### config.mk
export PLATFORM = sky130hd
export DESIGN_NAME = bank_router
export DESIGN_NICKNAME = d
export VERILOG_FILES = /design/src/logic/cache_geom_pkg.sv /design/src/logic/bank_router.sv
export SDC_FILE = /design/constraint.sdc
export NUM_CORES = 1
export LEC_CHECK = 0
export BUFFER_PORTS_ARGS = -buffer_cell sky130_fd_sc_hd__buf_4
export CAP_MARGIN = 10
export CELL_PAD_IN_SITES_DETAIL_PLACEMENT = 0
export CELL_PAD_IN_SITES_GLOBAL_PLACEMENT = 1
export CORE_ASPECT_RATIO = 0.7
export CORE_MARGIN = 2
export CORE_UTILIZATION = 25
export CTS_CLUSTER_DIAMETER = 40
export DETAILED_ROUTE_END_ITERATION = 7
export GPL_TIMING_DRIVEN = 0
export PLACE_DENSITY = 0.89
export SYNTH_ARGS = -nofsm -noshare
export SYNTH_HDL_FRONTEND = slang
export SYNTH_SLANG_ARGS = --single-unit
### constraint.sdc
create_clock -name clk -period 2.8 [get_ports clk]
set_clock_uncertainty 0.05 [all_clocks]
set_input_delay 0.56 -clock clk [delete_from_list [all_inputs] [get_ports clk]]
set_output_delay 0.56 -clock clk [all_outputs]
set_load 0.1 [all_outputs]
### src/logic/cache_geom_pkg.sv
// fixed geometry of 4 banks interleaved on word address bits 1..0, 16 sets and one word per line
package cache_geom_pkg;

  localparam int word_addr_w = 12;
  localparam int data_w      = 32;
  localparam int req_tag_w   = 6;
  localparam int bank_id_w   = 2;
  localparam int set_idx_w   = 4;
  localparam int line_tag_w  = 6;

  localparam int num_banks = 1 << bank_id_w;
  localparam int num_sets  = 1 << set_idx_w;

  // field positions inside a word address
  localparam int set_lsb = bank_id_w;
  localparam int tag_lsb = bank_id_w + set_idx_w;

  typedef logic [word_addr_w-1:0] word_addr_t;
  typedef logic [data_w-1:0]      data_t;
  typedef logic [req_tag_w-1:0]   req_tag_t;
  typedef logic [bank_id_w-1:0]   bank_id_t;
  typedef logic [set_idx_w-1:0]   set_idx_t;
  typedef logic [line_tag_w-1:0]  line_tag_t;

endpackage
### src/logic/bank_router.sv
// request steering trusts the selected bank's ready, and the output register loads only when rsp_ready_i is high
module bank_router (
  input  logic clk,
  input  logic reset,
  input  logic req_v_i,
  input  logic req_we_i,
  input  cache_geom_pkg::word_addr_t req_addr_i,
  input  cache_geom_pkg::data_t req_data_i,
  input  cache_geom_pkg::req_tag_t req_tag_i,
  output logic req_ready_o,
  output logic rsp_v_o,
  output logic rsp_we_o,
  output cache_geom_pkg::data_t rsp_data_o,
  output cache_geom_pkg::req_tag_t rsp_tag_o,
  input  logic rsp_ready_i,
  output logic [cache_geom_pkg::num_banks-1:0] bank_req_v_o,
  output logic bank_req_we_o,
  output cache_geom_pkg::word_addr_t bank_req_addr_o,
  output cache_geom_pkg::data_t bank_req_data_o,
  output cache_geom_pkg::req_tag_t bank_req_tag_o,
  input  logic [cache_geom_pkg::num_banks-1:0] bank_req_ready_i,
  input  logic [cache_geom_pkg::num_banks-1:0] bank_rsp_v_i,
  input  logic [cache_geom_pkg::num_banks-1:0] bank_rsp_we_i,
  input  cache_geom_pkg::data_t [cache_geom_pkg::num_banks-1:0] bank_rsp_data_i,
  input  cache_geom_pkg::req_tag_t [cache_geom_pkg::num_banks-1:0] bank_rsp_tag_i,
  output logic [cache_geom_pkg::num_banks-1:0] bank_rsp_yumi_o
);
  import cache_geom_pkg::*;

  bank_id_t req_bank;
  bank_id_t last_r;
  bank_id_t pick_id;
  logic     pick_v;
  logic     rsp_v_r;
  logic     rsp_we_r;
  data_t    rsp_data_r;
  req_tag_t rsp_tag_r;

  // interleave on the low word address bits
  assign req_bank    = req_addr_i[bank_id_w-1:0];
  assign req_ready_o = bank_req_ready_i[req_bank];

  always_comb begin
    bank_req_v_o = '0;
    bank_req_v_o[req_bank] = req_v_i;
  end

  assign bank_req_we_o   = req_we_i;
  assign bank_req_addr_o = req_addr_i;
  assign bank_req_data_o = req_data_i;
  assign bank_req_tag_o  = req_tag_i;

  // round robin, the bank after last_r wins first
  always_comb begin
    bank_id_t idx;
    pick_v  = 1'b0;
    pick_id = '0;
    for (int k = num_banks; k >= 1; k--) begin
      idx = bank_id_t'(last_r + k);
      if (bank_rsp_v_i[idx]) begin
        pick_v  = 1'b1;
        pick_id = idx;
      end
    end
  end

  always_comb begin
    bank_rsp_yumi_o = '0;
    bank_rsp_yumi_o[pick_id] = pick_v & rsp_ready_i;
  end

  always_ff @(posedge clk) begin
    if (!reset) begin
      rsp_v_r <= 1'b0;
      last_r  <= '0;
    end else if (rsp_ready_i) begin
      rsp_v_r <= pick_v;
      if (pick_v) begin
        last_r <= pick_id;
      end
    end
  end

  always_ff @(posedge clk) begin
    if (rsp_ready_i && pick_v) begin
      rsp_we_r   <= bank_rsp_we_i[pick_id];
      rsp_data_r <= bank_rsp_data_i[pick_id];
      rsp_tag_r  <= bank_rsp_tag_i[pick_id];
    end
  end

  assign rsp_v_o    = rsp_v_r;
  assign rsp_we_o   = rsp_we_r;
  assign rsp_data_o = rsp_data_r;
  assign rsp_tag_o  = rsp_tag_r;

endmodule

Word level (Yosys, flattened, before mapping)
Cells that the tools add are included.
W data, S select, Z words.
{ "word_totals": {"reg_bits": 42, "output_inout_bits": 100, "elab_cells": 52} }
{ "op_classes": {"addsub": 4, "order_cmp": 8, "muxes": 28, "bitwise": 3, "n_reduce_logical": 4} }
{ "op_table": {"columns": ["op", "count"], "rows": [
  ["$bmux W32 S2", 1],
  ["$mux W32", 1],
  ["$lt A2 B3 Y1 const B", 6],
  ["$bmux W1 S2", 6],
  ["$bmux W6 S2", 1],
  ["$mux W1", 12],
  ["$and A4 B4 Y4", 2],
  ["$mux W2", 4],
  ["$mux W6", 1],
  ["$add A2 B1 Y2 const B", 2],
  ["$add A2 B2 Y2 const B", 2],
  ["$demux W1 S2", 2],
  ["$ge A2 B1 Y1 const B", 2],
  ["$logic_and A1 B1 Y1", 3],
  ["$reduce_and A2 Y1", 1],
  ["$and A1 B1 Y1", 1]
]} }

Depth between registers and ports, before layout
{ "logic_depth": {"ltp_word": 12, "mapped_depth": 6, "depth_no_buf": 4} }

Least setup slack after synthesis
OpenSTA, ideal clock, no wires.
{ "synth_timing": {"kind": "input to output", "from": "input port bank_rsp_v_i[3] (netlist bit)", "to": "output port bank_rsp_yumi_o[0] (netlist bit)", "arrival_ns": 3.405, "t_required_ns": 2.190, "path_slack_ns": -1.215, "stages": 6, "n_path_buf": 2, "path_cell_list": "nand2b_1 o21ai_0 a211o_1 buf_4 buf_4 nor3_1"} }
{ "synth_between": {"elab_chain_len": 11, "elab_cells_between_ends": 23, "classes_between": "2 x order compare; 18 x mux; 2 x bitwise; 1 x reduce/logical"} }
{ "synth_rtl": {"columns": ["item", "line_no", "rtl"], "rows": [
  ["from (decl)", "bank_router.sv:22", "input logic [cache_geom_pkg::num_banks-1:0] bank_rsp_v_i,"],
  ["$bmux W1 S2", "bank_router.sv:60", "if (bank_rsp_v_i[idx]) begin"],
  ["$mux W1 (implied by the code)", "bank_router.sv:60", null],
  ["$mux W2 (4 in series)", "bank_router.sv:60", null],
  ["$lt A2 B3 Y1 (implied by the code) or $ge A2 B1 Y1 (tied branches)", "bank_router.sv:69", "bank_rsp_yumi_o[pick_id] = pick_v & rsp_ready_i;"],
  ["$logic_and A1 B1 Y1 (implied by the code)", "bank_router.sv:69", null],
  ["$mux W1 (implied by the code)", "bank_router.sv:69", null],
  ["$demux W1 S2", "bank_router.sv:69", null],
  ["$and A4 B4 Y4 (no source line) (*)", null, null],
  ["to (decl)", "bank_router.sv:26", "output logic [cache_geom_pkg::num_banks-1:0] bank_rsp_yumi_o"]
]} }
Mark *: on every way between the ends. The rest lies on a longest branch, timed or not. The select of a mux whose other input is x is not followed.

Final worst setup path
{ "layout_timing": {"from": "register last_r[0]", "to": "output port bank_rsp_yumi_o[0] (netlist bit)"} }
{ "layout_between": {"elab_chain_len": 12, "elab_cells_between_ends": 27, "classes_between": "4 x add/sub; 2 x order compare; 18 x mux; 2 x bitwise; 1 x reduce/logical"} }
{ "layout_rtl": {"columns": ["item", "line_no", "rtl"], "rows": [
  ["from (decl)", "bank_router.sv:31", "bank_id_t last_r;"],
  ["from (signal assigned)", "bank_router.sv:79", "last_r <= pick_id;"],
  ["$add A2 B1 Y2", "bank_router.sv:59", "idx = bank_id_t'(last_r + k);"],
  ["$bmux W1 S2", "bank_router.sv:60", null],
  ["$mux W1 (implied by the code)", "bank_router.sv:60", null],
  ["$mux W2 (4 in series)", "bank_router.sv:60", null],
  ["$lt A2 B3 Y1 (implied by the code) or $ge A2 B1 Y1 (tied branches)", "bank_router.sv:69", null],
  ["$logic_and A1 B1 Y1 (implied by the code)", "bank_router.sv:69", null],
  ["$mux W1 (implied by the code)", "bank_router.sv:69", null],
  ["$demux W1 S2", "bank_router.sv:69", null],
  ["$and A4 B4 Y4 (no source line) (*)", null, null]
]} }
Marked as above.

==> impl_metrics.env <==
export IMPL_outcome="complete, no violations"
export IMPL_place_hpwl_mm=8.24
export IMPL_clock_root_buffer="clkbuf_16"
export IMPL_routed_wl_mm=10.2
export IMPL_top_level_ports=319
export IMPL_synth_warnings=0
export IMPL_period_minus_slack_ns=2.64
export IMPL_overflow=0
export IMPL_core_rowCount=34
export IMPL_fmax_ghz=0.379
export IMPL_synthTopCellsByArea="edfxtp_1 36%, mux2i_1 36%, buf_4 13%"
export IMPL_dr_pass1_iters=4
export IMPL_nNetsFinal=756
export IMPL_postRouteAntennaNets=0
export IMPL_cp_slowest_cell="dfxtp_1"
export IMPL_netSwitchingPower_w=0.00142
export IMPL_rsz0062_at_grt="no"
export IMPL_leakagePower_nw=2.94
export IMPL_path_cells="nand2b_1 -> o21ai_0 -> a211o_1 -> buf_4 -> buf_4 -> nor3_2 -> buf_6"
export IMPL_avgSynthCellArea_um2=12.5
export IMPL_antenna_cells=0
export IMPL_hold_viol=0
export IMPL_synthArstFlopShare_pct=0
export IMPL_dieArea_um2=13800
export IMPL_crit_path_frequent_cell="buf_4"
export IMPL_hold_slack_ns=0.464
export IMPL_cp_start_kind="register"
export IMPL_synth_common_cells="117 x mux2i_1, 56 x buf_4, 39 x edfxtp_1, 7 x buf_12, 4 x nor2_1"
export IMPL_clock_sinks=42
export IMPL_die_h_um=98.8
export IMPL_drc=0
export IMPL_max_stage_delay_ns=0.38
export IMPL_drive_gt1_share_pct=66.3
export IMPL_arrival_ns=2.03
export IMPL_place_congestion=0.908
export IMPL_synthesis_nets=475
export IMPL_worstHoldPathType="register to register"
export IMPL_crit_fanout=10
export IMPL_wl_per_cell_um=14.6
export IMPL_grt_pass1_wl_mm=15.3
export IMPL_grt_pass1_vias=3033
export IMPL_core_area_um2=12500
export IMPL_cts_tree="built"
export IMPL_ir_drop_mv=0.278
export IMPL_synth_area_um2=3210
export IMPL_cp_top_family="buffers and inverters"
export IMPL_fp_dieW_um=139
export IMPL_drt_iter0_markers=41
export IMPL_setup_viol=0
export IMPL_synth_most_common_cell="mux2i_1"
export IMPL_seq_power_share_pct=26.2
export IMPL_cts_max_level=2
export IMPL_slew_headroom_pct=61.6
export IMPL_synth_edf_count=39
export IMPL_cp_num_buf_inv=3
export IMPL_grt_max_degree=21
export IMPL_switching_share_pct=45.5
export IMPL_worst_pin_slew_ns=0.572
export IMPL_cp_required_ns=2.19
export IMPL_clockBufferDepth=2
export IMPL_cp_end_kind="output port"
export IMPL_post_route_period_util_pct=94.3
export IMPL_vias_per_cell=4.21
export IMPL_finalPower_w=0.00311
export IMPL_netlist_instances=256
export IMPL_p_clk_share_pct=17.4
export IMPL_synth_top_area_cell="edfxtp_1"
export IMPL_path_class="register to output port"
export IMPL_gr_usage_all_layers_pct=13.8
export IMPL_cts_made_buffers=5
export IMPL_ys_seq_elements=42
export IMPL_ys_flop_type="edfxtp_1"
export IMPL_grt_antenna_before_repair=0
export IMPL_clkLatencyLatePin_ns=0.28
export IMPL_path_clk_slew_ns=0.05
export IMPL_syn2layout_area_growth_pct=76.1
export IMPL_intPower_w=0.00169
export IMPL_hold_buffers=0
export IMPL_port_buffers=269
export IMPL_initial_core_util_pct=25.8
export IMPL_power_frac_comb_pct=56.5
export IMPL_powerDensity_nw_per_um2=550
export IMPL_drv_cap=0
export IMPL_synth_cell_type_count=27
export IMPL_finalMaxSlewViolations=0
export IMPL_vias=2942
export IMPL_synth_top_area_share_pct=36.5
export IMPL_seq_area_frac_synth_pct=38.3
[layer usage]
metal  track usage (%)  share of wire (%)  up-vias
met1              16.4                 39     1335
met4              1.94               0.47        0
met2              25.0                 51      153
met3              4.57                9.0        4
met5                 0                  0        -
li1                  -                  -     1450
[per-stage QoR]
| step | area (um2) | cells | setup slack, ns | setup TNS [ns] | utilization [%] |
|---|---|---|---|---|---|
| 2_1_floorplan | 3260 | 256 | -0.353 | -0.626 | - |
| 3_3_place_gp | 5480 | 687 | -0.626 | -1.44 | 44.0 |
| 3_5_place_dp | 5480 | 687 | -0.654 | -2.63 | 44.0 |
| 4_1_cts | 5640 | 697 | -0.0283 | -0.0512 | 45.2 |
| 5_1_grt | 5650 | 699 | 0.0251 | 0 | 45.4 |
| 6_report | 5650 | 699 | 0.159 | 0 | 45.4 |
[worst reg2reg max path, delay by kind of cell (launching register included)]
family	cells	cell delay (ns)
DFF	1	0.34
muxes	2	0.33
buffers and inverters	2	0.44
and+or+nand+nor	1	0.18
AOI/OAI and AO/OA	1	0.22
[timing repair]
item | CTS | global route
gates resized for setup | 1 | 1
pin swaps | 0 | 1
setup endpoints to repair | 2 | 3
cloned | 2 | 0
buffers inserted | 1 | 2
[area by class of cell]
| cell class | count | area [um2] |
|---|---|---|
| buffer | 65 | 587 |
| clock buffer | 5 | 125 |
| multi-input combinational | 147 | 1430 |
| clock inverter | 2 | 10.0 |
| timing repair inverter | 2 | 12.5 |
| fill | 1196 | 6810 |
| inverter | 2 | 11.3 |
| tap | 162 | 203 |
| sequential | 42 | 1230 |
| timing repair buffer | 272 | 2050 |
[cell families after synthesis]
group | count (synthesis) | synth area share (%)
AOI/OAI and AO/OA | 10 | 2.65
buffers and inverters | 67 | 18.5
DFF | 42 | 38.3
muxes | 118 | 37.2
and+or+nand+nor | 19 | 3.31
[layout by cell type (no fill, tap or decap), types with 2 or more instances in the layout]
cell,count
edfxtp_1,39
mux2i_1,117
buf_4,327
dfxtp_1,3
o21ai_0,2
nor3b_2,2
buf_12,7
nand2_1,2
clkinvlp_4,2
nor2_1,3
clkinv_2,2
buf_6,2
nand2b_1,3
clkbuf_16,5
[state kept, by name, summed over array words and instances, names as in the netlist]
register,cells
rsp_data_o,32
last_r,2
rsp_we_o,1
rsp_v_o,1
rsp_tag_o,6
[power by group through the flow]
stage,logic [W],registers [W],clock network (W)
floorplan,0.000812,0.00133,0
global placement,0.00176,0.000825,0
detailed placement,0.00177,0.000829,0
CTS,0.00177,0.000815,0.000573
global route,0.00183,0.000821,0.000591
finish,0.00176,0.000814,0.000540
[final timing paths]
path	startpoint	endpoint	slack, ns	cells after the start
worst max-delay path	last_r[0]	bank_rsp_yumi_o[0]	0.16	7
worst min-delay path	last_r[1]	last_r[1]	0.46	2
worst max register to register	last_r[0]	rsp_data_o[2]	0.99	6
worst min register to register	last_r[1]	last_r[1]	0.46	2
(Power assumes the default switching activity.)
