`config.mk`:
```
export PLATFORM = sky130hd
export DESIGN_NAME = vcache_bank
export DESIGN_NICKNAME = d
export VERILOG_FILES = /design/src/logic/dram_pkg.sv /design/src/logic/cache_geom_pkg.sv /design/src/logic/vcache_bank.sv
export SDC_FILE = /design/constraint.sdc
export NUM_CORES = 1
export LEC_CHECK = 0
export BUFFER_PORTS_ARGS = -buffer_cell sky130_fd_sc_hd__clkbuf_2
export CORE_MARGIN = 4
export CORE_UTILIZATION = 50
export DETAILED_ROUTE_END_ITERATION = 8
export GPL_ROUTABILITY_DRIVEN = 0
export PLACE_DENSITY = 0.67
export SKIP_CTS_REPAIR_TIMING = 1
export SLEW_MARGIN = 5
export SYNTH_ARGS = -nofsm -noshare
export SYNTH_HDL_FRONTEND = slang
export SYNTH_SLANG_ARGS = --single-unit
```
`constraint.sdc`:
```
create_clock -name clk -period 9.05 [get_ports clk]
set_input_delay 1.3575 -clock clk [delete_from_list [all_inputs] [get_ports clk]]
set_output_delay 1.3575 -clock clk [all_outputs]
set_load 0.01 [all_outputs]
```
`src/logic/dram_pkg.sv`:
```
// memory model of 4096 words with a fixed read latency and no stalls, counters wrap at 16 bits
package dram_pkg;

  localparam int dram_addr_w = 12;
  localparam int dram_words  = 1 << dram_addr_w;

  // cycles from accepting edge to read data
  localparam int dram_read_latency = 2;

  localparam int miss_count_w = 16;

  typedef logic [dram_addr_w-1:0]  dram_addr_t;
  typedef logic [miss_count_w-1:0] miss_count_t;

endpackage

```
`src/logic/cache_geom_pkg.sv`:
```
// fixed geometry of 4 banks interleaved on word address bits 1..0, 16 sets and one word per line
package cache_geom_pkg;

  localparam int word_addr_w = 12;
  localparam int data_w      = 32;
  localparam int req_tag_w   = 6;
  localparam int bank_id_w   = 2;
  localparam int set_idx_w   = 4;
  localparam int line_tag_w  = 6;

  localparam int num_banks = 1 << bank_id_w;
  localparam int num_sets  = 1 << set_idx_w;

  // field positions inside a word address
  localparam int set_lsb = bank_id_w;
  localparam int tag_lsb = bank_id_w + set_idx_w;

  typedef logic [word_addr_w-1:0] word_addr_t;
  typedef logic [data_w-1:0]      data_t;
  typedef logic [req_tag_w-1:0]   req_tag_t;
  typedef logic [bank_id_w-1:0]   bank_id_t;
  typedef logic [set_idx_w-1:0]   set_idx_t;
  typedef logic [line_tag_w-1:0]  line_tag_t;

endpackage
```
`src/logic/vcache_bank.sv`:
```
// one word per line, write-through with no write-allocate, and a single request held until its response is taken
module vcache_bank (
  input  logic clk,
  input  logic reset,
  input  logic req_v_i,
  input  logic req_we_i,
  input  cache_geom_pkg::word_addr_t req_addr_i,
  input  cache_geom_pkg::data_t req_data_i,
  input  cache_geom_pkg::req_tag_t req_tag_i,
  output logic req_ready_o,
  output logic rsp_v_o,
  output logic rsp_we_o,
  output cache_geom_pkg::data_t rsp_data_o,
  output cache_geom_pkg::req_tag_t rsp_tag_o,
  input  logic rsp_yumi_i,
  output logic mem_v_o,
  output logic mem_we_o,
  output dram_pkg::dram_addr_t mem_addr_o,
  output cache_geom_pkg::data_t mem_wdata_o,
  input  logic mem_ready_i,
  input  logic mem_rdata_v_i,
  input  cache_geom_pkg::data_t mem_rdata_i
);
  import cache_geom_pkg::*;
  import dram_pkg::*;

  typedef enum logic [2:0] {idle, mem_write, mem_read, wait_fill, respond} state_e;

  state_e state_r;
  state_e state_n;
  logic   ready_r;

  logic [num_sets-1:0] valid_r;
  line_tag_t tag_mem [num_sets];
  data_t     data_mem [num_sets];

  word_addr_t addr_r;
  logic       we_r;
  data_t      wdata_r;
  req_tag_t   tag_r;
  data_t      rsp_data_r;

  set_idx_t  req_set;
  line_tag_t req_ltag;
  set_idx_t  fill_set;
  logic      hit;
  logic      accept;
  logic      fill_en;

  assign req_set  = req_addr_i[set_lsb +: set_idx_w];
  assign req_ltag = req_addr_i[tag_lsb +: line_tag_w];
  assign hit      = valid_r[req_set] && (tag_mem[req_set] == req_ltag);
  assign accept   = req_v_i && ready_r;
  assign fill_set = addr_r[set_lsb +: set_idx_w];
  assign fill_en  = (state_r == wait_fill) && mem_rdata_v_i;

  always_comb begin
    state_n = state_r;
    case (state_r)
      idle: begin
        if (accept) begin
          if (req_we_i) state_n = mem_write;
          else if (hit) state_n = respond;
          else state_n = mem_read;
        end
      end
      mem_write: if (mem_ready_i) state_n = respond;
      mem_read:  if (mem_ready_i) state_n = wait_fill;
      wait_fill: if (mem_rdata_v_i) state_n = respond;
      respond:   if (rsp_yumi_i) state_n = idle;
      default:   state_n = idle;
    endcase
  end

  always_ff @(posedge clk) begin
    if (!reset) begin
      state_r <= idle;
      ready_r <= 1'b0;
      valid_r <= '0;
    end else begin
      state_r <= state_n;
      // ready only when back in idle, which implies an empty response slot
      ready_r <= (state_n == idle);
      if (fill_en) begin
        valid_r[fill_set] <= 1'b1;
      end
    end
  end

  always_ff @(posedge clk) begin
    if (accept) begin
      addr_r     <= req_addr_i;
      we_r       <= req_we_i;
      wdata_r    <= req_data_i;
      tag_r      <= req_tag_i;
      rsp_data_r <= req_we_i ? '0 : data_mem[req_set];
    end
    // update on write hit, memory still gets the write
    if (accept && req_we_i && hit) begin
      data_mem[req_set] <= req_data_i;
    end
    if (fill_en) begin
      tag_mem[fill_set]  <= addr_r[tag_lsb +: line_tag_w];
      data_mem[fill_set] <= mem_rdata_i;
      rsp_data_r         <= mem_rdata_i;
    end
  end

  assign req_ready_o = ready_r;
  assign rsp_v_o     = (state_r == respond);
  assign rsp_we_o    = we_r;
  assign rsp_data_o  = rsp_data_r;
  assign rsp_tag_o   = tag_r;
  assign mem_v_o     = (state_r == mem_write) || (state_r == mem_read);
  assign mem_we_o    = (state_r == mem_write);
  assign mem_addr_o  = dram_addr_t'(addr_r);
  assign mem_wdata_o = wdata_r;

endmodule

```
### After elaboration in Yosys (flattened, before gate mapping)

Memory sizes are Yosys's and may differ from the RTL's.
Cells that the tools add are included.

* magnitude comparators: 3
* equality and inequality tests: 5
* mux-type cells: 19
* bitwise gates (word level): 1
* reductions and logical operators: 10

Operators by type and width (number)
* $mux W32: 3
* $mux W3: 7
* $or A16 B16 Y16: 1
* $pmux W3 S5: 1
* $lt A4 B5 Y1 const B: 2
* $eq A3 B2 Y1 const B: 2
* $eq A6 B6 Y1: 1
* $logic_and A1 B1 Y1: 6
* $logic_not A3 Y1: 2
* $mux W1: 6
* $bmux W1 S4: 1
* $demux W1 S4: 1
* $ge A4 B1 Y1 const B: 1
* $eq A3 B1 Y1 const B: 1
* $eq A3 B3 Y1 const B: 1
* $reduce_bool A2 Y1: 1
* $logic_or A1 B1 Y1: 1

* flip-flop bits (word level): 103
* RAM bits: 608
* input bits: 89
* output and inout port bits: 87
* word-level logic and storage cells: 48
* memories: 2

Memory list
* data_mem: depth 16, width 32, read ports 1, clocked after memory_dff 0, write ports 2, line vcache_bank.sv:35 `data_t data_mem [num_sets];`
* tag_mem: depth 16, width 6, read ports 1, clocked after memory_dff 0, write ports 1, line vcache_bank.sv:34 `line_tag_t tag_mem [num_sets];`

### Depth between registers and ports, before layout

* depth in word-level cells: 8
* gate-level depth with buffers: 11
* mapped depth without buffers: 7

### Worst setup path after synthesis

Ideal clock, no wire load.

* path type: input -> register
* start: input req_addr_i[3]
* end: memory data_mem[3][0] (netlist name), enable pin
* setup time: 0.470 ns
* arrival time: 5.780 ns
* required time: 8.580 ns
* path slack: 2.800 ns
* stages: 9
* buffers on the path: 3
* path through: buf_6 -> buf_12 -> mux4_1 -> mux4_2 -> xor2_1 -> a31oi_4 -> o2111ai_4 -> buf_6 -> o31ai_1

RTL lines
* start: declaration: line vcache_bank.sv:7 `input cache_geom_pkg::word_addr_t req_addr_i,`
* end: declaration: line vcache_bank.sv:35

==> reports/summary.log <==
[run_status] outcome finished, final reports clean
[timing] final clock period utilization by the worst path 59.0%
[logic_synthesis] area share of the leading cell type in the synthesized netlist 62.4%
[grt] maximum number of pins on one net before global-route repair 77
[routing] TritonRoute pass-1 iters 5
[logic_synthesis] cell type with the highest aggregate area in the netlist sky130_fd_sc_hd__edfxtp_1
[timing] worst hold slack 0.468 ns
[routing] total vias in the final route 19,800
[clock_tree] clock tree from TritonCTS yes
[layout] fraction of layout instances using a drive strength above 1 33.6%
[power_and_ir_drop] final total power 7340 uW
[routing] antenna viol nets, final 0
[logic_synthesis] Synth Instances 2,170
[clock_tree] clock-pin transition on the worst setup and hold timing paths 0.06 ns
[grt] via count of the first global-routing pass 20,200
[timing] setup repair after global routing missed its margin false
[timing] maximum frequency from static timing analysis 0.187 GHz
[setup_path] category of the worst setup path capture point flop
[setup_path] CP dominant cell by count sky130_fd_sc_hd__buf_4
[grt] total congestion overflow after global routing 0
[clock_tree] maximum clock insertion buffer count 3
[grt] first-pass GRT wire length 134,000 microns
[timing] final max-slew violation count 0
[layout] Layout area overhead 13.2%
[logic_synthesis] number of synthesized flops with an enable pin 691
[clock_tree] CTS sink count 711
[layout] Inserted Diodes 0
[job] Maximum Capacitance Violations 0
[floorplan] Top-Level Pins 176
[logic_synthesis] Avg Inst Size Synth 15.3 sq um
[place] count of port buffers added during placement 175
[power_and_ir_drop] static leakage 0.0131 uW
[setup_path] CP max-delay cell sky130_fd_sc_hd__o31ai_4
[timing] minimum period implied by the final worst setup slack 5.34 ns
[floorplan] Std-Cell Rows 94
[place] Final HPWL DP 52,300 microns
[floorplan] Initial Utilization 50.5%
[logic_synthesis] Post-Syn Nets 2,259
[setup_path] kind of critical path in -> reg
[setup_path] critical path cell sequence buf_4 -> inv_1 -> mux4_2 -> xor2_1 -> a31oi_4 -> o2111ai_4 -> buf_4 -> o31ai_4 -> buf_4
[power_and_ir_drop] power per cell area 195 nW/um^2
[power_and_ir_drop] maximum ir drop on the vdd rail 0.140 mV
[layout] Total Nets Final 2,357
[clock_tree] clock network latency to the later pin of the worst-skew pair 0.64 ns
[logic_synthesis] most instantiated flip-flop cell in the synthesis netlist sky130_fd_sc_hd__edfxtp_1
[grt] number of antenna violations at the first check in global routing 1
[routing] routed via count divided by cell count 6.21
[timing] final setup violating endpoints 0
[routing] total DRC errors in the routed layout 0
[logic_synthesis] sequential element share of the synthesized area 63.6%
[timing] number of endpoints with negative hold slack in the final report 0
[routing] overall routed net length 91,300 microns
[clock_tree] cell at the root of the clock tree sky130_fd_sc_hd__clkbuf_16
[setup_path] startpoint type of the worst setup path input pin
[place] Post-Place Worst Slack 3.06 ns
[setup_path] critical path peak fanout 41
[timing] smallest setup slack after layout 3.71 ns
[setup_path] data required time of the worst path 9.32 ns
[floorplan] Die Y-Extent 266 microns
[logic_synthesis] number of different library cells in the post-synthesis netlist 47
[layout] summed area of non-filler cells in the final layout 37,600 sq um
[logic_synthesis] combined area of all synthesized cells 33,200 sq um
[logic_synthesis] ranking of synthesized cells by area sky130_fd_sc_hd__edfxtp_1 (62%), sky130_fd_sc_hd__mux4_2 (13%), sky130_fd_sc_hd__mux2_2 (7.6%)
[place] area post-placement 35,000 sq um
[setup_path] largest incremental delay on the critical path 1.09 ns
[routing] routed length per instance 28.6 microns
[grt] global routing usage summed across all routing layers 25.8%
[timing] relative slew slack 14.4%
[routing] starting DRC count in detailed routing 1,766
[clock_tree] number of buffers added by the clock tree synthesis step 78
[logic_synthesis] share of async-settable or async-resettable flops after synthesis 0%
[setup_path] Worst EP arrival 5.61 ns
[min_path] worst min-delay path class reg -> reg
[clock_tree] H-Tree Level Count 3
[floorplan] die extent in x 266 microns
[floorplan] core region area 65,900 sq um
[timing] total negative setup slack 0 ns
[floorplan] full die area 70,700 sq um
[logic_synthesis] number of register bits inferred by synthesis 711
[timing] slew at the pin closest to its max-slew limit 1.28 ns
[timing] Clock Skews 0.0359 ns
[logic_synthesis] yosys warns 0
-- final timing paths --
kind                                               from                          to  slack (ns)  cells past startpoint
worst min register to register  valid_r[3]$_SDFFE_PN0P_     valid_r[3]$_SDFFE_PN0P_        0.47                      1
worst max register to register    state_r[1]$_SDFF_PN0_  data_mem[14][10]$_DFFE_PP_        4.52                      9
worst max-delay path                      req_addr_i[4]  data_mem[10][26]$_DFFE_PP_        3.71                      9
worst min-delay path            valid_r[3]$_SDFFE_PN0P_     valid_r[3]$_SDFFE_PN0P_        0.47                      1
-- logic make-up after synthesis --
logic type	share of synthesized area, %
compound gates	2.03
xor+xnor	0.211
buf+inv	2.52
flops	63.6
mux	24.0
simple gates	7.58
-- report_power, final --
group	switching [uW]	internal (uW)
Sequential	16.4	3640
Clock	1310	1920
Combinational	268	194
-- registers in the layout (all words and copies together) (netlist names) --
signal       count
data_mem       512
tag_mem         96
mem_wdata_o     32
rsp_data_o      32
valid_r         16
mem_addr_o      12
rsp_tag_o        6
state_r          3
req_ready_o      1
rsp_we_o         1
-- worst max-delay path, delay by kind of cell --
kind | cells | cell delay [ns]
multiplexers | 1 | 0.57
buffers and inverters | 4 | 1.95
AO/OA/AOI/OAI | 3 | 1.48
XOR/XNOR | 1 | 0.19
-- metrics by stage --
| step | utilization [%] | instances |
|---|---|---|
| after global placement | 53.2 | 3052 |
| final | 57.1 | 3194 |
| after global routing | 57.1 | 3194 |
| after CTS | 57.1 | 3194 |
| after floorplan | - | 2170 |
| after detailed placement | 53.2 | 3052 |
-- area by class of cell --
class	count	area, sq um
Multi-Input combinational cell	1247	11600
Timing Repair Buffer	210	1160
Clock buffer	93	2070
Sequential cell	711	21200
Inverter	20	76.3
Fill cell	5042	28200
Clock inverter	49	523
Tap cell	864	1080
-- per-layer routing --
| layer | up-vias | wire (microns) | global-route usage [%] |
|---|---|---|---|
| met2 | 1025 | 44000 | 41.6 |
| met1 | 10200 | 34900 | 34.4 |
| li1 | 8411 | - | - |
| met3 | 187 | 8690 | 5.96 |
| met5 | - | 13 | 0 |
| met4 | 2 | 3620 | 10.2 |
-- layout by cell type (no fill, tap or decap), types with 5 or more instances in the layout --
cell                         Yosys  layout
sky130_fd_sc_hd__edfxtp_1      691     691
sky130_fd_sc_hd__nand2_1       586     584
sky130_fd_sc_hd__mux2_2        224     224
sky130_fd_sc_hd__mux4_2        186     186
sky130_fd_sc_hd__clkbuf_2        0     171
sky130_fd_sc_hd__mux2_1         97      97
sky130_fd_sc_hd__clkbuf_16       0      81
sky130_fd_sc_hd__buf_4           0      37
sky130_fd_sc_hd__a22o_1         32      32
sky130_fd_sc_hd__dfxtp_1        20      20
sky130_fd_sc_hd__o31ai_4         0      16
sky130_fd_sc_hd__o21a_1         16      16
sky130_fd_sc_hd__clkinv_2        0      15
sky130_fd_sc_hd__clkinv_1        2      15
sky130_fd_sc_hd__inv_1          14      13
sky130_fd_sc_hd__clkbuf_1      167      12
sky130_fd_sc_hd__nor2_4          0      10
sky130_fd_sc_hd__mux2i_1        10      10
sky130_fd_sc_hd__bufinv_16       0      10
sky130_fd_sc_hd__nand2b_1        9       7
sky130_fd_sc_hd__xnor2_1         7       7
sky130_fd_sc_hd__nand3_1         7       6
sky130_fd_sc_hd__inv_2           4       6
sky130_fd_sc_hd__nand3b_1        5       5
sky130_fd_sc_hd__clkinvlp_4      0       5
-- cell usage after synthesis, types with 8 or more instances --
cell type and number:
sky130_fd_sc_hd__a22o_1 32, sky130_fd_sc_hd__buf_2 8, sky130_fd_sc_hd__nor2_1 14, sky130_fd_sc_hd__nand2b_1 9, sky130_fd_sc_hd__inv_1 14, sky130_fd_sc_hd__o21a_1 16, sky130_fd_sc_hd__dfxtp_1 20, sky130_fd_sc_hd__nand2_1 586
sky130_fd_sc_hd__clkbuf_1 167, sky130_fd_sc_hd__mux4_2 186, sky130_fd_sc_hd__mux2_2 224, sky130_fd_sc_hd__o31ai_1 15, sky130_fd_sc_hd__mux2i_1 10, sky130_fd_sc_hd__buf_1 14, sky130_fd_sc_hd__mux2_1 97, sky130_fd_sc_hd__edfxtp_1 691
(Power assumes the default switching activity.)
