$ cat config.mk
export PLATFORM = sky130hd
export DESIGN_NAME = dram_arbiter
export DESIGN_NICKNAME = d
export VERILOG_FILES = /design/src/logic/dram_pkg.sv /design/src/logic/cache_geom_pkg.sv /design/src/logic/dram_arbiter.sv
export SDC_FILE = /design/constraint.sdc
export NUM_CORES = 1
export LEC_CHECK = 0
export BUFFER_PORTS_ARGS = -buffer_cell sky130_fd_sc_hd__buf_2
export CAP_MARGIN = 10
export CELL_PAD_IN_SITES_DETAIL_PLACEMENT = 1
export CELL_PAD_IN_SITES_GLOBAL_PLACEMENT = 2
export CORE_MARGIN = 5
export CORE_UTILIZATION = 16
export CTS_CLUSTER_SIZE = 14
export DETAILED_ROUTE_END_ITERATION = 10
export GPL_TIMING_DRIVEN = 0
export PLACE_DENSITY = 0.84
export SLEW_MARGIN = 20
export SYNTH_ARGS = -nofsm -noshare
export SYNTH_HDL_FRONTEND = slang
export SYNTH_SLANG_ARGS = --single-unit
export TNS_END_PERCENT = 1
$ cat constraint.sdc
create_clock -name clk -period 2.8 [get_ports clk]
set_input_delay 0.56 -clock clk [delete_from_list [all_inputs] [get_ports clk]]
set_output_delay 0.56 -clock clk [all_outputs]
set_load 0.005 [all_outputs]
$ cat src/logic/dram_pkg.sv
// memory model of 4096 words with a fixed read latency and no stalls, counters wrap at 16 bits
package dram_pkg;

  localparam int dram_addr_w = 12;
  localparam int dram_words  = 1 << dram_addr_w;

  // cycles from accepting edge to read data
  localparam int dram_read_latency = 2;

  localparam int miss_count_w = 16;

  typedef logic [dram_addr_w-1:0]  dram_addr_t;
  typedef logic [miss_count_w-1:0] miss_count_t;

endpackage

$ cat src/logic/cache_geom_pkg.sv
// fixed geometry of 4 banks interleaved on word address bits 1..0, 16 sets and one word per line
package cache_geom_pkg;

  localparam int word_addr_w = 12;
  localparam int data_w      = 32;
  localparam int req_tag_w   = 6;
  localparam int bank_id_w   = 2;
  localparam int set_idx_w   = 4;
  localparam int line_tag_w  = 6;

  localparam int num_banks = 1 << bank_id_w;
  localparam int num_sets  = 1 << set_idx_w;

  // field positions inside a word address
  localparam int set_lsb = bank_id_w;
  localparam int tag_lsb = bank_id_w + set_idx_w;

  typedef logic [word_addr_w-1:0] word_addr_t;
  typedef logic [data_w-1:0]      data_t;
  typedef logic [req_tag_w-1:0]   req_tag_t;
  typedef logic [bank_id_w-1:0]   bank_id_t;
  typedef logic [set_idx_w-1:0]   set_idx_t;
  typedef logic [line_tag_w-1:0]  line_tag_t;

endpackage
$ cat src/logic/dram_arbiter.sv
// memory never stalls, so each cycle grants at most one bank and read data returns in grant order
module dram_arbiter (
  input  logic clk,
  input  logic reset,
  input  logic [cache_geom_pkg::num_banks-1:0] mem_v_i,
  input  logic [cache_geom_pkg::num_banks-1:0] mem_we_i,
  input  dram_pkg::dram_addr_t [cache_geom_pkg::num_banks-1:0] mem_addr_i,
  input  cache_geom_pkg::data_t [cache_geom_pkg::num_banks-1:0] mem_wdata_i,
  output logic [cache_geom_pkg::num_banks-1:0] mem_ready_o,
  output logic [cache_geom_pkg::num_banks-1:0] mem_rdata_v_o,
  output cache_geom_pkg::data_t mem_rdata_o,
  output logic dram_v_o,
  output logic dram_we_o,
  output dram_pkg::dram_addr_t dram_addr_o,
  output cache_geom_pkg::data_t dram_wdata_o,
  input  logic dram_rdata_v_i,
  input  cache_geom_pkg::data_t dram_rdata_i,
  output dram_pkg::miss_count_t miss_count_o
);
  import cache_geom_pkg::*;
  import dram_pkg::*;

  bank_id_t    last_r;
  bank_id_t    pick_id;
  logic        pick_v;
  logic        rd_grant;
  miss_count_t miss_count_r;

  // bank id travels alongside each read
  logic [dram_read_latency-1:0] rd_v_q;
  bank_id_t rd_id_q [dram_read_latency];

  always_comb begin
    bank_id_t idx;
    pick_v  = 1'b0;
    pick_id = '0;
    for (int k = num_banks; k >= 1; k--) begin
      idx = bank_id_t'(last_r + k);
      if (mem_v_i[idx]) begin
        pick_v  = 1'b1;
        pick_id = idx;
      end
    end
  end

  assign rd_grant = pick_v && !mem_we_i[pick_id];

  always_comb begin
    mem_ready_o = '0;
    mem_ready_o[pick_id] = pick_v;
  end

  assign dram_v_o     = pick_v;
  assign dram_we_o    = mem_we_i[pick_id];
  assign dram_addr_o  = mem_addr_i[pick_id];
  assign dram_wdata_o = mem_wdata_i[pick_id];

  always_ff @(posedge clk) begin
    if (!reset) begin
      last_r       <= '0;
      rd_v_q       <= '0;
      miss_count_r <= '0;
    end else begin
      if (pick_v) begin
        last_r <= pick_id;
      end
      rd_v_q[0] <= rd_grant;
      for (int s = 1; s < dram_read_latency; s++) begin
        rd_v_q[s] <= rd_v_q[s-1];
      end
      if (rd_grant) begin
        miss_count_r <= miss_count_r + 1'b1;
      end
    end
  end

  always_ff @(posedge clk) begin
    rd_id_q[0] <= pick_id;
    for (int s = 1; s < dram_read_latency; s++) begin
      rd_id_q[s] <= rd_id_q[s-1];
    end
  end

  // steer returning word to the bank that asked
  always_comb begin
    mem_rdata_v_o = '0;
    mem_rdata_v_o[rd_id_q[dram_read_latency-1]] = dram_rdata_v_i && rd_v_q[dram_read_latency-1];
  end

  assign mem_rdata_o  = dram_rdata_i;
  assign miss_count_o = miss_count_r;

endmodule

Word level (Yosys, flattened, before mapping)
Memories as Yosys holds them, arrays and structs flattened.
Cells that the tools add are included.

storage, ports and cells
  bits in registers = 20
  bits in latches = 0
  bits in writable memories = 4
  memory bits (read-only) = 0
  memories kept = 1

memory list
  memory   depth  width  rd ports  clocked after Yosys merged registers in  write ports  RTL line            source
  rd_id_q  2      2      2         0                                        2            dram_arbiter.sv:31  bank_id_t rd_id_q [dram_read_latency];

cells by class
  add/sub/neg operators = 5
  multiply operators = 0
  div/mod/pow operators = 0
  order comparisons = 8
  equal/unequal tests = 0
  shifts and indexed selects = 0
  multiplexer cells = 26
  bitwise gates (word level) = 2
  reductions and logical operators = 5

operator list
  operator                 count
  $bmux W32 S2             1
  $mux W32                 1
  $bmux W12 S2             1
  $lt A2 B3 Y1 const B     6
  $add A16 B1 Y16 const B  1
  $mux W12                 1
  $mux W1                  11
  $bmux W1 S2              5
  $and A4 B4 Y4            2
  $mux W2                  4
  $add A2 B1 Y2 const B    2
  $add A2 B2 Y2 const B    2
  $demux W1 S2             2
  $ge A2 B1 Y1 const B     2
  $logic_and A1 B1 Y1      4
  $logic_not A1 Y1         1

Depth between registers and ports, before layout
  word-level depth = 12
  gate-level depth with buffers = 8
  mapped depth without buffers = 6

Worst setup path after synthesis
No wires, ideal clock.

  path type = input -> output
  from = input mem_v_i[0] (netlist name)
  to = output mem_ready_o[2] (netlist name)
  arrival time = 1.912 ns
  data required time = 2.240 ns
  path slack = 0.328 ns
  cell stages on the path = 5
  cell sequence = or2_1 -> a311oi_4 -> clkbuf_1 -> clkbuf_1 -> and2_1

between the ends
  word-level cells in the longest chain between the ends = 11

ends and longest elaborated chain
  item                                                                RTL line            source
  from (decl)                                                         dram_arbiter.sv:5   input logic [cache_geom_pkg::num_banks-1:0] mem_v_i,
  $bmux W1 S2                                                         dram_arbiter.sv:39  if (mem_v_i[idx]) begin
  $mux W1 (not written as such)                                       dram_arbiter.sv:39
  $mux W2 (4 in series)                                               dram_arbiter.sv:39
  $lt A2 B3 Y1 (not written as such) or $ge A2 B1 Y1 (tied branches)  dram_arbiter.sv:50  mem_ready_o[pick_id] = pick_v;
  $logic_and A1 B1 Y1 (not written as such)                           dram_arbiter.sv:50
  $mux W1 (not written as such)                                       dram_arbiter.sv:50
  $demux W1 S2                                                        dram_arbiter.sv:50
  $and A4 B4 Y4 (no source line) *                                    --
  to (decl)                                                           dram_arbiter.sv:9   output logic [cache_geom_pkg::num_banks-1:0] mem_ready_o,

Every way passes the cells marked *; elsewhere a longest branch is shown, timed or not. The select of a mux whose other input is x is not followed.

Final worst setup path
  from = input mem_v_i[0] (netlist name)
  to = output dram_addr_o[9]

between the ends
  word-level cells in the longest chain between the ends = 8

ends and longest elaborated chain
  item                              RTL line            source
  $bmux W1 S2                       dram_arbiter.sv:39
  $mux W1 (not written as such)     dram_arbiter.sv:39
  $mux W2 (3 in series)             dram_arbiter.sv:39
  $mux W2 *                         dram_arbiter.sv:39
  $bmux W12 S2 *                    dram_arbiter.sv:55  assign dram_addr_o = mem_addr_i[pick_id];
  $mux W12 (not written as such) *  dram_arbiter.sv:55
  to (decl)                         dram_arbiter.sv:14  output dram_pkg::dram_addr_t dram_addr_o,

Marked as above.

==> impl_metrics.sql <==
INSERT INTO impl_metrics (metric_group, metric, value, unit) VALUES
('run_status', 'status', 'complete, no violations', ''),
('clock_tree', 'cts_tree', 'yes', ''),
('global_routing', 'number_of_global_route_vias_before_repair', '4205', ''),
('worst_setup_path', 'path_common_cell', 'sky130_fd_sc_hd__buf_2', ''),
('power_and_ir_drop', 'cellInternalPower', '1.22', 'mW'),
('worst_setup_path', 'critPathMaxFanout', '10', ''),
('sta', 'max_slew.worst_pin.slew', '0.631', 'ns'),
('sta', 'timing.slew.headroom', '57.6', '%'),
('worst_setup_path', 'worst_path_largest_cell_delay', '0.34', 'ns'),
('sta', 'setup_ws', '0.0698', 'ns'),
('power_and_ir_drop', 'switchingPower', '0.689', 'mW'),
('detailed_routing', 'wire_per_inst', '16.9', 'µm'),
('power_and_ir_drop', 'seq_power_share', '20.1', '%'),
('floorplan', 'core_area', '18100', 'µm²'),
('worst_setup_path', 'worst-r2r-setup-slack', '0.77', 'ns'),
('sta', 'period_share', '97.5', '%'),
('clock_tree', 'cts_buffer_depth', '2', ''),
('detailed_routing', 'drt_via_density', '4.23', ''),
('finish', 'antenna_cells', '0', ''),
('floorplan', 'die-area', '21400', 'µm²'),
('worst_setup_path', 'worstSetupStartpoint', 'mem_v_i[0]', ''),
('worst_setup_path', 'end_kind', 'output pin', ''),
('clock_tree', 'clock_sink_count', '24', ''),
('sta', 'final.setup_skew', '0.00262', 'ns'),
('worst_hold_path', 'min_path_type', 'flop to flop', ''),
('detailed_routing', 'met3_wl', '1040', 'µm'),
('yosys', 'syn_area', '2980', 'µm²'),
('finish', 'final.fill_count', '2321', ''),
('yosys', 'syn_avg_cell_area', '7.65', 'µm²'),
('yosys', 'synth_warnings', '0', ''),
('yosys', 'synth.ff_latch_count', '24', ''),
('detailed_routing', 'drt_first_iter_violations', '85', ''),
('worst_setup_path', 'worstSetupPathType', 'primary input to output pin', ''),
('placed_design', 'gp_congestion', '0.776', ''),
('placed_design', 'detailedPlace.worstSlack', '-0.765', 'ns'),
('global_routing', 'global_route.usage.total', '13.4', '%'),
('sta', 'slew_viol_final', '0', ''),
('sta', 'fin_crit', '2.73', 'ns'),
('worst_setup_path', 'critical_path_arrival', '2.17', 'ns'),
('floorplan', 'dieHeight', '146', 'µm'),
('sta', 'final_setup_fails', '0', ''),
('worst_setup_path', 'ff2ff_path_depth', '8', ''),
('worst_setup_path', 'timing.critical_path.required', '2.24', 'ns'),
('detailed_routing', 'drt_wl_total', '15500', 'µm'),
('sta', 'grt_setup_unrepaired', 'yes', ''),
('clock_tree', 'clock_latency_on_the_worst_skew_pair', '0.26', 'ns'),
('global_routing', 'grt_pass1_wl', '23300', 'µm'),
('power_and_ir_drop', 'worst_ir_drop_vdd', '0.159', 'mV'),
('power_and_ir_drop', 'design_power_total', '1.91', 'mW'),
('finish', 'flow.area_growth_from_synthesis', '70.0', '%'),
('detailed_routing', 'wirelength_met1', '6330', 'µm'),
('placed_design', 'dp.final_hpwl', '13300', 'µm'),
('yosys', 'yosysSeqAreaShare', '16.1', '%'),
('worst_setup_path', 'critPathLaunchType', 'primary input', ''),
('detailed_routing', 'routed.top_layer', 'met4', ''),
('detailed_routing', 'drcViolationCount', '0', ''),
('power_and_ir_drop', 'part_of_the_power_in_combinational_logic', '58.1', '%'),
('clock_tree', 'cts_made_buffers', '3', ''),
('global_routing', 'antenna_found_initial', '0', ''),
('worst_setup_path', 'timing.critical_path.slowest_stage_cell', 'sky130_fd_sc_hd__a311oi_4', ''),
('power_and_ir_drop', 'p_leak', '2.58', 'nW'),
('yosys', 'synth.net_count', '609', ''),
('detailed_routing', 'drtAntennaViolNets', '0', ''),
('worst_setup_path', 'rr_endpoint', 'miss_count_o[14]', ''),
('detailed_routing', 'detailroute.via_count', '3888', ''),
('placed_design', 'portBuffers', '288', ''),
('power_and_ir_drop', 'clock_group_share_of_total_power', '21.7', '%'),
('floorplan', 'placementRows', '49', ''),
('yosys', 'syn-instance-count', '389', ''),
('power_and_ir_drop', 'power_density', '377', 'nW/µm²'),
('clock_tree', 'clk_pin_slew_worst_paths', '0.07', 'ns');
==> cell families after synthesis <==
kind of cell	after synthesis	share of synthesized area, %
muxes	98	34.8
AOI/OAI and AO/OA	79	15.5
and+or+nand+nor	123	19.2
adders and majority gates	1	0.420
DFF	24	16.1
buffers and inverters	64	13.9
==> Yosys cell counts (all sizes together) <==
library cell	instances	area (µm²)
a21oi	62	310
mux2i	54	541
nor2	51	191
buf	47	350
mux2	44	495
dfxtp	24	480
nand2	23	86.3
nand2b	14	87.6
clkbuf	12	45.0
nand3	8	40.0
nor3	8	40.0
and2	7	43.8
o21ai	6	30.0
and3	5	31.3
a2111o	4	45.0
inv	4	15.0
nand4	3	18.8
a21boi	2	15.0
o31ai	2	15.0
a311oi	1	26.3
and4	1	8.76
clkinv	1	3.75
ha	1	12.5
nor3b	1	7.51
o21a	1	7.51
o41a	1	12.5
or2	1	6.26
or4b	1	10.0
==> per-layer routing <==
layer  global-route usage, %  vias up
met4                    2.02        0
met3                    3.01       10
met5                       0        -
met2                    24.6      156
met1                    16.3     1780
li1                        -     1942
==> power by group through the flow <==
stage          Clock (mW)  Combinational (mW)  Sequential (mW)
2_1_floorplan           0               0.568            0.383
3_3_place_gp            0                1.02            0.388
3_5_place_dp            0                1.03            0.389
4_1_cts             0.424                1.11            0.382
5_1_grt             0.446                1.23            0.386
6_report            0.415                1.11            0.384
==> layout make-up <==
cell class	instances	area (µm²)	area share, %
Multi-Input combinational cell	301	2150	42.6
Timing Repair Buffer	298	1520	30.0
Buffer	59	493	9.74
Sequential cell	24	483	9.55
Tap cell	229	287	5.66
Clock buffer	3	75.1	1.48
Clock inverter	1	30.0	0.593
Inverter	5	18.8	0.371
==> what timing repair did <==
| action | CTS | global route |
|---|---|---|
| endpoints found under the setup margin | 49 | 48 |
| pin swaps | 2 | 4 |
| resized for setup | 41 | 16 |
| gates cloned | 0 | 0 |
| hold buffers | 0 | 0 |
| setup buffers | 5 | 5 |
==> metrics by stage <==
| stage | setup TNS [ns] | instances | hold WS, ns | cell area (µm²) | util (%) |
|---|---|---|---|---|---|
| 2_1_floorplan | 0 | 389 | 0.310 | 2980 | - |
| 3_3_place_gp | -29.07 | 906 | 0.315 | 4700 | 25.9 |
| 3_5_place_dp | -27.81 | 906 | 0.316 | 4700 | 25.9 |
| 4_1_cts | -0.0132 | 915 | 0.331 | 4970 | 27.4 |
| 5_1_grt | -0.410 | 920 | 0.356 | 5060 | 27.9 |
| 6_report | 0 | 920 | 0.331 | 5060 | 27.9 |
==> sequential cells by signal (all words and copies together), names as in the netlist <==
signal and cells:
rd_v_q 2, rd_id_q 4, last_r 2, miss_count_o 16
==> how the worst min path moves through the flow <==
stage                        startpoint       endpoint  slack (ns)  cells past startpoint
after detailed placement  rd_id_q[0][1]  rd_id_q[0][3]        0.32                      0
after global placement    rd_id_q[0][0]  rd_id_q[0][2]        0.32                      0
after CTS                 rd_id_q[0][1]  rd_id_q[0][3]        0.33                      0
after floorplan           rd_id_q[0][0]  rd_id_q[0][2]        0.31                      0
final                     rd_id_q[0][1]  rd_id_q[0][3]        0.33                      0
after global routing      rd_id_q[0][0]  rd_id_q[0][2]        0.36                      0
==> worst max-delay path, delay by kind of cell <==
family	cells	cell delay, ns
simple gates	1	0.27
buf+inv	5	0.87
compound gates	2	0.47
==> placed cells by master, fill, tap and decap left out, types with 4 or more instances in the layout <==
cell type and n:
sky130_fd_sc_hd__mux2i_1 52, sky130_fd_sc_hd__dfxtp_1 22, sky130_fd_sc_hd__mux2_2 10, sky130_fd_sc_hd__nand2b_1 13
sky130_fd_sc_hd__nand2_1 22, sky130_fd_sc_hd__and3_1 5, sky130_fd_sc_hd__clkbuf_2 4, sky130_fd_sc_hd__mux2_1 34
sky130_fd_sc_hd__a21oi_1 60, sky130_fd_sc_hd__nand3_1 8, sky130_fd_sc_hd__nor2_2 4, sky130_fd_sc_hd__o21ai_1 5
sky130_fd_sc_hd__buf_6 7, sky130_fd_sc_hd__a2111o_1 4, sky130_fd_sc_hd__nor2_1 47, sky130_fd_sc_hd__buf_4 44
sky130_fd_sc_hd__buf_2 290, sky130_fd_sc_hd__nor3_1 6, sky130_fd_sc_hd__and2_1 7
No activity file was read; power rests on OpenSTA's default activity.
